===== src/verilog/dma_pkg.sv =====
`default_nettype none

package dma_pkg;

	// ========================================================================
	// Register map
	// ========================================================================

	typedef enum logic [1:0] {
		REG_ADDR   = 2'd0,
		REG_COUNT  = 2'd1,
		REG_CTRL   = 2'd2,
		REG_STATUS = 2'd3
	} reg_sel_e;

	typedef enum logic [1:0] {
		ST_IDLE = 2'd0,
		ST_REQ  = 2'd1,
		ST_ACK  = 2'd2,
		ST_DONE = 2'd3
	} chan_state_e;

	typedef struct packed {
		logic        valid;
		logic        chan;
		reg_sel_e    sel;
		logic [31:0] data;
	} reg_wr_t;

	// Write set means peripheral to memory.
	typedef struct packed {
		logic        req;
		logic        wr;
		logic [31:0] addr;
		logic [7:0]  wdat;
	} mem_req_t;

	localparam int CTRL_EN  = 0;
	localparam int CTRL_DIR = 1;
	localparam int CTRL_IE  = 2;
	localparam int CTRL_W   = 3;

	localparam logic [6:0] ADDR_STATUS = 7'h04;
	localparam int         CHAN_BIT    = 3;

endpackage

`default_nettype wire

===== src/verilog/dma.sv =====
`timescale 1ns/100ps
`default_nettype none

module dma import dma_pkg::*; #(
	parameter int COUNT_W = 16
) (
	input  logic        sys_clk,
	input  logic        rst,
	input  logic [31:0] in_dat,
	input  logic [6:0]  io_addr,
	input  logic        regs_wr,
	input  logic        regs_rd,
	output logic [31:0] rd_dat,
	output logic        cpu_irq,
	output logic        mem_req,
	output logic        mem_rw,
	output logic [31:0] mem_addr,
	output logic [7:0]  mem_wdat,
	input  logic        mem_ack,
	input  logic [7:0]  mem_rdat,
	input  logic [1:0]  dreq,
	input  logic [7:0]  x8ad_in,
	input  logic [7:0]  f8ad_in,
	output logic [1:0]  dack,
	output logic [7:0]  x8_out,
	output logic [7:0]  f8_out
);

	reg_wr_t                      reg_wr;
	mem_req_t                     x8_req, f8_req;
	logic                         x8_ack, f8_ack;
	logic                         x8_done, f8_done;
	logic [32+COUNT_W+CTRL_W-1:0] x8_regs, f8_regs;
	logic [31:0]                  status;

	dma_reg_decode #(.COUNT_W(COUNT_W)) dma_reg_decode (.sys_clk(sys_clk), .rst(rst),
		.io_addr(io_addr), .in_dat(in_dat), .regs_wr(regs_wr), .regs_rd(regs_rd),
		.x8_regs(x8_regs), .f8_regs(f8_regs), .status(status),
		.reg_wr(reg_wr), .rd_dat(rd_dat));

	dma8 #(.COUNT_W(COUNT_W), .CHAN(1'b0)) dmax8 (.sys_clk(sys_clk), .rst(rst),
		.reg_wr(reg_wr), .dreq(dreq[0]), .dma8ad_in(x8ad_in), .grant_ack(x8_ack),
		.mem_rdat(mem_rdat), .mem_req(x8_req), .dack(dack[0]), .dma8_out(x8_out),
		.done(x8_done), .regs(x8_regs));

	dma8 #(.COUNT_W(COUNT_W), .CHAN(1'b1)) dmaf8 (.sys_clk(sys_clk), .rst(rst),
		.reg_wr(reg_wr), .dreq(dreq[1]), .dma8ad_in(f8ad_in), .grant_ack(f8_ack),
		.mem_rdat(mem_rdat), .mem_req(f8_req), .dack(dack[1]), .dma8_out(f8_out),
		.done(f8_done), .regs(f8_regs));

	dma_mem_arb dma_mem_arb (.sys_clk(sys_clk), .rst(rst),
		.x8_req(x8_req), .f8_req(f8_req), .mem_ack(mem_ack),
		.mem_req(mem_req), .mem_rw(mem_rw), .mem_addr(mem_addr), .mem_wdat(mem_wdat),
		.x8_ack(x8_ack), .f8_ack(f8_ack));

	dma_status dma_status (.sys_clk(sys_clk), .rst(rst), .reg_wr(reg_wr),
		.x8_done(x8_done), .f8_done(f8_done), .status(status), .cpu_irq(cpu_irq));

endmodule

`default_nettype wire


===== src/verilog/dma_status.sv =====
`timescale 1ns/100ps
`default_nettype none

module dma_status import dma_pkg::*; (
	input  logic        sys_clk,
	input  logic        rst,
	input  reg_wr_t     reg_wr,
	input  logic        x8_done,
	input  logic        f8_done,
	output logic [31:0] status,
	output logic        cpu_irq
);

	logic [1:0] flag_q;
	logic [1:0] ie_q;
	logic [1:0] clr;

	assign clr = (reg_wr.valid && (reg_wr.sel == REG_STATUS)) ? reg_wr.data[1:0] : 2'b00;

	// ========================================================================
	// Done flags and interrupt enables
	// ========================================================================

	always_ff @(posedge sys_clk) begin
		if (rst) begin
			flag_q  <= '0;
			ie_q    <= '0;
			cpu_irq <= 1'b0;
		end else begin
			// A new done beats a clear in the same cycle.
			flag_q  <= {f8_done, x8_done} | (flag_q & ~clr);
			cpu_irq <= |(flag_q & ie_q);
			if (reg_wr.valid && (reg_wr.sel == REG_CTRL))
				ie_q[reg_wr.chan] <= reg_wr.data[CTRL_IE];
		end
	end

	// Flags in bits 1:0, enables in bits 3:2.
	assign status = {28'd0, ie_q, flag_q};

endmodule

`default_nettype wire


===== src/verilog/dma_mem_arb.sv =====
`timescale 1ns/100ps
`default_nettype none

module dma_mem_arb import dma_pkg::*; (
	input  logic        sys_clk,
	input  logic        rst,
	input  mem_req_t    x8_req,
	input  mem_req_t    f8_req,
	input  logic        mem_ack,
	output logic        mem_req,
	output logic        mem_rw,
	output logic [31:0] mem_addr,
	output logic [7:0]  mem_wdat,
	output logic        x8_ack,
	output logic        f8_ack
);

	logic     busy_q;
	logic     own_q;
	logic     last_q;
	logic     cur;
	mem_req_t sel;

	// Owner is locked for a whole beat, otherwise the channel that lost last time goes first.
	always_comb begin
		if (busy_q)
			cur = own_q;
		else if (x8_req.req && f8_req.req)
			cur = ~last_q;
		else
			cur = f8_req.req;
		sel = cur ? f8_req : x8_req;
	end

	assign mem_req  = sel.req;
	assign mem_rw   = sel.wr;
	assign mem_addr = sel.addr;
	assign mem_wdat = sel.wdat;

	assign x8_ack = mem_ack && mem_req && !cur;
	assign f8_ack = mem_ack && mem_req && cur;

	always_ff @(posedge sys_clk) begin
		if (rst) begin
			busy_q <= 1'b0;
			own_q  <= 1'b0;
			last_q <= 1'b1;
		end else if (mem_ack && mem_req) begin
			busy_q <= 1'b0;
			last_q <= cur;
		end else if (!busy_q && mem_req) begin
			busy_q <= 1'b1;
			own_q  <= cur;
		end
	end

endmodule

`default_nettype wire


===== src/verilog/dma8.sv =====
`timescale 1ns/100ps
`default_nettype none

module dma8 import dma_pkg::*; #(
	parameter int   COUNT_W = 16,
	parameter logic CHAN    = 1'b0
) (
	input  logic                          sys_clk,
	input  logic                          rst,
	input  reg_wr_t                       reg_wr,
	input  logic                          dreq,
	input  logic [7:0]                    dma8ad_in,
	input  logic                          grant_ack,
	input  logic [7:0]                    mem_rdat,
	output mem_req_t                      mem_req,
	output logic                          dack,
	output logic [7:0]                    dma8_out,
	output logic                          done,
	output logic [32+COUNT_W+CTRL_W-1:0]  regs
);

	chan_state_e         state;
	logic [31:0]         addr_q;
	logic [COUNT_W-1:0]  cnt_q;
	logic [CTRL_W-1:0]   ctrl_q;
	logic [7:0]          wdat_q;
	logic                wr_hit;

	assign wr_hit = reg_wr.valid && (reg_wr.chan == CHAN);

	// ========================================================================
	// Transfer engine
	// ========================================================================

	always_ff @(posedge sys_clk) begin
		if (rst) begin
			state    <= ST_IDLE;
			addr_q   <= '0;
			cnt_q    <= '0;
			ctrl_q   <= '0;
			dack     <= 1'b0;
			dma8_out <= '0;
		end else begin
			dack <= grant_ack;
			case (state)
				ST_IDLE: begin
					if (ctrl_q[CTRL_EN] && (cnt_q != '0) && dreq)
						state <= ST_REQ;
				end
				ST_REQ, ST_ACK: begin
					if (grant_ack) begin
						addr_q <= addr_q + 32'd1;
						cnt_q  <= cnt_q - 1'b1;
						if (!ctrl_q[CTRL_DIR])
							dma8_out <= mem_rdat;
						// Last byte ends the transfer.
						if (cnt_q == COUNT_W'(1)) begin
							state           <= ST_DONE;
							ctrl_q[CTRL_EN] <= 1'b0;
						end else begin
							state <= ST_IDLE;
						end
					end else begin
						state <= ST_ACK;
					end
				end
				default: state <= ST_IDLE;
			endcase

			// Host writes win over the engine's own updates.
			if (wr_hit) begin
				case (reg_wr.sel)
					REG_ADDR:  addr_q <= reg_wr.data;
					REG_COUNT: cnt_q  <= reg_wr.data[COUNT_W-1:0];
					REG_CTRL:  ctrl_q <= reg_wr.data[CTRL_W-1:0];
					default:   ;
				endcase
			end
		end
	end

	// Peripheral byte is sampled while idle and held through the beat.
	always_ff @(posedge sys_clk) begin
		if (state == ST_IDLE)
			wdat_q <= dma8ad_in;
	end

	assign mem_req = '{
		req:  (state == ST_REQ) || (state == ST_ACK),
		wr:   ctrl_q[CTRL_DIR],
		addr: addr_q,
		wdat: wdat_q
	};

	assign done = (state == ST_DONE);
	assign regs = {addr_q, cnt_q, ctrl_q};

endmodule

`default_nettype wire


===== src/verilog/dma_reg_decode.sv =====
`timescale 1ns/100ps
`default_nettype none

module dma_reg_decode import dma_pkg::*; #(
	parameter int COUNT_W = 16
) (
	input  logic                          sys_clk,
	input  logic                          rst,
	input  logic [6:0]                    io_addr,
	input  logic [31:0]                   in_dat,
	input  logic                          regs_wr,
	input  logic                          regs_rd,
	input  logic [32+COUNT_W+CTRL_W-1:0]  x8_regs,
	input  logic [32+COUNT_W+CTRL_W-1:0]  f8_regs,
	input  logic [31:0]                   status,
	output reg_wr_t                       reg_wr,
	output logic [31:0]                   rd_dat
);

	logic                         chan_hit;
	logic                         stat_hit;
	logic [32+COUNT_W+CTRL_W-1:0] sel_regs;
	logic [31:0]                  cnt_ext;
	logic [31:0]                  ctrl_ext;
	logic [31:0]                  rd_mux;

	// Channel registers sit at offsets 0..2 of each 8-word bank.
	assign chan_hit = (io_addr[6:4] == 3'b000) && !io_addr[2] && (io_addr[1:0] != 2'b11);
	assign stat_hit = (io_addr == ADDR_STATUS);

	always_comb begin
		sel_regs = io_addr[CHAN_BIT] ? f8_regs : x8_regs;
		cnt_ext = '0;
		cnt_ext[COUNT_W-1:0] = sel_regs[CTRL_W +: COUNT_W];
		ctrl_ext = '0;
		ctrl_ext[CTRL_W-1:0] = sel_regs[CTRL_W-1:0];
		if (stat_hit) begin
			rd_mux = status;
		end else if (!chan_hit) begin
			rd_mux = '0;
		end else begin
			case (reg_sel_e'(io_addr[1:0]))
				REG_ADDR:  rd_mux = sel_regs[32+COUNT_W+CTRL_W-1 -: 32];
				REG_COUNT: rd_mux = cnt_ext;
				default:   rd_mux = ctrl_ext;
			endcase
		end
	end

	always_ff @(posedge sys_clk) begin
		if (rst) begin
			reg_wr <= '0;
			rd_dat <= '0;
		end else begin
			reg_wr.valid <= regs_wr && (chan_hit || stat_hit);
			reg_wr.chan  <= io_addr[CHAN_BIT];
			reg_wr.sel   <= stat_hit ? REG_STATUS : reg_sel_e'(io_addr[1:0]);
			reg_wr.data  <= in_dat;
			if (regs_rd)
				rd_dat <= rd_mux;
		end
	end

endmodule

`default_nettype wire


===== config.mk =====
export PLATFORM = sky130hd
export DESIGN_NAME = dma
export DESIGN_NICKNAME = d
export VERILOG_FILES = /design/src/verilog/dma_pkg.sv /design/src/verilog/dma.sv /design/src/verilog/dma_status.sv /design/src/verilog/dma_mem_arb.sv /design/src/verilog/dma8.sv /design/src/verilog/dma_reg_decode.sv
export SDC_FILE = /design/constraint.sdc
export NUM_CORES = 1
export LEC_CHECK = 0
export ABC_CLOCK_PERIOD_IN_PS = 9520
export BUFFER_PORTS_ARGS = -buffer_cell sky130_fd_sc_hd__buf_2
export CAP_MARGIN = 10
export CORE_ASPECT_RATIO = 2
export CORE_MARGIN = 2
export CORE_UTILIZATION = 59
export CTS_CLUSTER_DIAMETER = 80
export DETAILED_ROUTE_END_ITERATION = 12
export PLACE_DENSITY = 0.85
export SLEW_MARGIN = 20
export SYNTH_ARGS = -nofsm -noshare
export SYNTH_HDL_FRONTEND = slang
export SYNTH_SLANG_ARGS = --single-unit

===== constraint.sdc =====
create_clock -name sys_clk -period 9.52 [get_ports sys_clk]
set_input_delay 1.428 -clock sys_clk [delete_from_list [all_inputs] [get_ports sys_clk]]
set_output_delay 1.428 -clock sys_clk [all_outputs]
set_load 0.02 [all_outputs]

==> impl_metrics.json <==
{
  "status": "finished, final reports clean",
  "dp.cells": 1485,
  "critPathRequiredTime_ns": 8.09,
  "wl_met3_um": 2175,
  "grt_max_degree": 112,
  "peakVddDrop_mv": 0.1404,
  "gp_congestion": 0.9584,
  "grtUsageTotal_pct": 30.20,
  "worstMarginPinSlew_ns": 1.144,
  "grt_overflow": 0,
  "synth_edf_count": 16,
  "met2_length_um": 15230,
  "maxSlewHeadroom_pct": 23.34,
  "r2r-end": "dmax8.addr_q[27]",
  "worst_path_largest_cell_delay_ns": 0.50,
  "syn-cell-area_um2": 10600,
  "nNetsFinal": 1374,
  "intPower_mw": 1.461,
  "finalSetupTns_ns": 0,
  "synth_ff_type": "dfxtp_1",
  "fp-row-count": 69,
  "die_y_um": 193.5,
  "cap_violations": 0,
  "p_seq_share_pct": 50.3,
  "critPathCaptureType": "primary output",
  "antenna_cells": 0,
  "ys_seq_area_share_pct": 42.32,
  "ys_types": 51,
  "final_cell_area_um2": 12150,
  "grt_pass1_vias": 9408,
  "path_class": "reg2out",
  "powerDensity_nw_per_um2": 153.9,
  "fmax_ghz": 0.2276,
  "yosys_warnings": 0,
  "cts_root_buf": "clkbuf_16",
  "crit_fanout": 36,
  "finalSetupViolations": 0,
  "finalPower_mw": 1.870,
  "critPathTopFamily": "buffers and inverters",
  "fin_skew_ns": 0.02289,
  "area_growth_pct": 14.67,
  "io_pins": 163,
  "hold_end": "dmaf8.ctrl_q[2]",
  "cp.arrival_ns": 2.97,
  "syn_inst": 1188,
  "start_util_pct": 59.87,
  "wl_met1_um": 10230,
  "cts_buffer_depth": 3,
  "first_pass_iters": 7,
  "cts_inserted_buffers": 20,
  "drive_gt1_share_pct": 22.25,
  "startpoint_type": "flop",
  "synthTopCellsByArea": "dfxtp_1 38%, mux2_2 5.7%, a211oi_1 5.7%",
  "min_path_cells": 2,
  "cts_tree": "built",
  "post_cts.repair.setup_buffers": 0,
  "yosys.area.top_type": "dfxtp_1",
  "fin_cells": 1521,
  "htreeDepth": 1,
  "antenna_found_initial": 0,
  "rr_startpoint": "dmaf8.state[0]",
  "switchingPower_mw": 0.4091,
  "placed_area_um2": 11420,
  "multi_input_area_um2": 5714,
  "top_layer_used": "met4",
  "syn_nets": 1268,
  "hp-class": "reg2reg",
  "fill_cells": 1354,
  "postLayoutCoreUtil_pct": 68.65,
  "vias": 9664,
  "clock_latency_ns": 0.50,
  "holdBufCountCts": 0,
  "synth_top_area_share_pct": 37.79,
  "die_area_um2": 19110,
  "die_w_um": 98.76,
  "final.min_clock_period_ns": 4.393,
  "ff2ff_path_depth": 7,
  "dp_hpwl_um": 20630,
  "clkSinkCount": 216,
  "combPwrFrac_pct": 3.7,
  "routedWlPerCell_um": 19.53,
  "routed_wl_um": 29710,
  "drc_errors": 0,
  "vias_per_cell": 6.354,
  "report.final.slew_viol_count": 0,
  "path_buf_inv": 3,
  "min_from": "dmaf8.ctrl_q[2]",
  "period_share_pct": 46.15,
  "crit_chain": "inv_1 > ha_1 > nand2b_1 > a21oi_1 > nor2_4 > buf_4 > mux2_2 > buf_2",
  "grt_setup_unrepaired": "false",
  "core_um2": 17700,
  "numPortBuffers": 162,
  "clkPwrFrac_pct": 46.0,
  "drtIter0Drc": 838,
  "seqCellArea_um2": 4484,
  "crit_path_top_delay_cell": "buf_4",
  "p_sw_share_pct": 21.88,
  "reg2reg_slack_ns": 6.39,
  "synthArstFlopShare_pct": 0,
  "p_leak_nw": 4.615,
  "ant_nets": 0,
  "hold_viol": 0,
  "ys_seq_elements": 216,
  "synth_area_per_cell_um2": 8.918,
  "cts.clk_slew.worst_paths_ns": 0.07,
  "cts_resized": 0,
  "grt_pass1_wl_um": 47450
}
## Yosys cell counts, types with 23 or more instances
cell,count
o21ai_0,33
inv_1,23
xnor2_1,49
clkbuf_1,78
nand4_1,23
nor3_1,33
nor4_1,25
nand3_1,52
dfxtp_1,200
xor2_1,27
mux2_2,54
nor2b_1,57
a211oi_1,80
a21oi_1,64
nand2_1,74
nor2_1,142
## metrics by stage
step                setup WS [ns]  hold WS, ns
detailed placement          5.695       0.4579
finish                      5.127       0.4658
global route                5.032       0.5013
CTS                         5.142       0.4681
floorplan                   5.916       0.4331
global placement            5.819       0.4393
## layout by cell type, fill, tap and decap left out, drive strengths merged, types with 3 or more instances in the layout
cell | netlist | layout
inv | 23 | 23
buf | 7 | 171
dfxtp | 200 | 200
a21oi | 64 | 64
mux4 | 16 | 16
nand4 | 23 | 23
nor3 | 33 | 33
edfxtp | 16 | 16
nor4 | 25 | 25
ha | 10 | 10
a311oi | 15 | 15
a211oi | 80 | 80
nand4b | 6 | 6
nand2 | 74 | 74
and4 | 9 | 9
nor2b | 57 | 57
or4 | 13 | 13
or3 | 14 | 14
o21ai | 33 | 33
and3 | 6 | 6
nand3b | 3 | 3
nor2 | 142 | 142
mux2 | 54 | 54
o31ai | 5 | 5
and2 | 4 | 4
clkinv | 0 | 6
a31oi | 6 | 6
nand2b | 16 | 16
clkbuf | 80 | 28
xor2 | 27 | 27
nor3b | 4 | 4
nand3 | 52 | 52
xnor2 | 49 | 49
## layout make-up
class                           count  share of cell area, %
Multi-Input combinational cell    862                  47.03
Sequential cell                   216                  36.91
Timing Repair Buffer              171                  7.281
Clock buffer                       28                  5.036
Tap cell                          213                  2.194
Clock inverter                      8                 0.8342
Inverter                           23                 0.7106
## worst max path at each step
stage               slack, ns           end  depth (start not counted)           start
floorplan                5.92   mem_addr[0]                          8  dmaf8.state[0]
global placement         5.82   mem_addr[0]                          8  dmaf8.state[0]
detailed placement       5.69  mem_addr[28]                          8  dmaf8.state[0]
CTS                      5.14  mem_addr[28]                          8  dmaf8.state[0]
global route             5.03  mem_addr[28]                          8  dmaf8.state[0]
finish                   5.13  mem_addr[28]                          8  dmaf8.state[0]
## state kept, by name, summed over array words and instances (netlist names), 2 cells and up
name,cells
dmaf8.dma8_out,8
dmax8.dma8_out,8
dma_status.ie_q,2
dma_status.flag_q,2
dma_reg_decode.reg_wr,36
dmax8.ctrl_q,3
dmax8.addr_q,32
dmaf8.wdat_q,8
dmaf8.cnt_q,16
dma_reg_decode.rd_dat,32
dmax8.state,2
dmaf8.state,2
dmax8.wdat_q,8
dmax8.cnt_q,16
dmaf8.ctrl_q,3
dmaf8.addr_q,32
## power groups by stage
stage / clock [mW] / combinational (mW) / sequential, mW
after global routing: 0.901 / 0.0737 / 0.941
after detailed placement: 0 / 0.0672 / 0.961
after floorplan: 0 / 0.0416 / 0.956
after global placement: 0 / 0.0656 / 0.961
final: 0.860 / 0.0683 / 0.941
after CTS: 0.866 / 0.0674 / 0.940
## worst register-to-register path: cells and delay by family, from the launching register on
family | cells | cell delay (ns)
AO/OA/AOI/OAI | 1 | 0.29
flip-flops | 1 | 0.36
adder cells (fa/ha/maj) | 1 | 0.42
buffers and inverters | 1 | 0.05
AND/OR/NAND/NOR | 4 | 1.90
## cell families (layout without fill, tap and decap cells)
family / count (synthesis) / after routing / synth area share, %
compound gates: 215 / 215 / 13.17
xor+xnor: 76 / 76 / 6.282
fa+ha+maj: 10 / 10 / 1.181
buf+inv: 110 / 230 / 4.133
flops: 216 / 216 / 42.32
mux: 72 / 72 / 9.329
simple gates: 489 / 489 / 23.58
## per-layer routing
metal | vias to the layer above | global-route usage (%)
met4 | 0 | 19.48
met5 | - | 0
li1 | 4472 | -
met2 | 525 | 53.45
met3 | 158 | 4.408
met1 | 4509 | 32.76
Power figures use the tool's default switching activity.
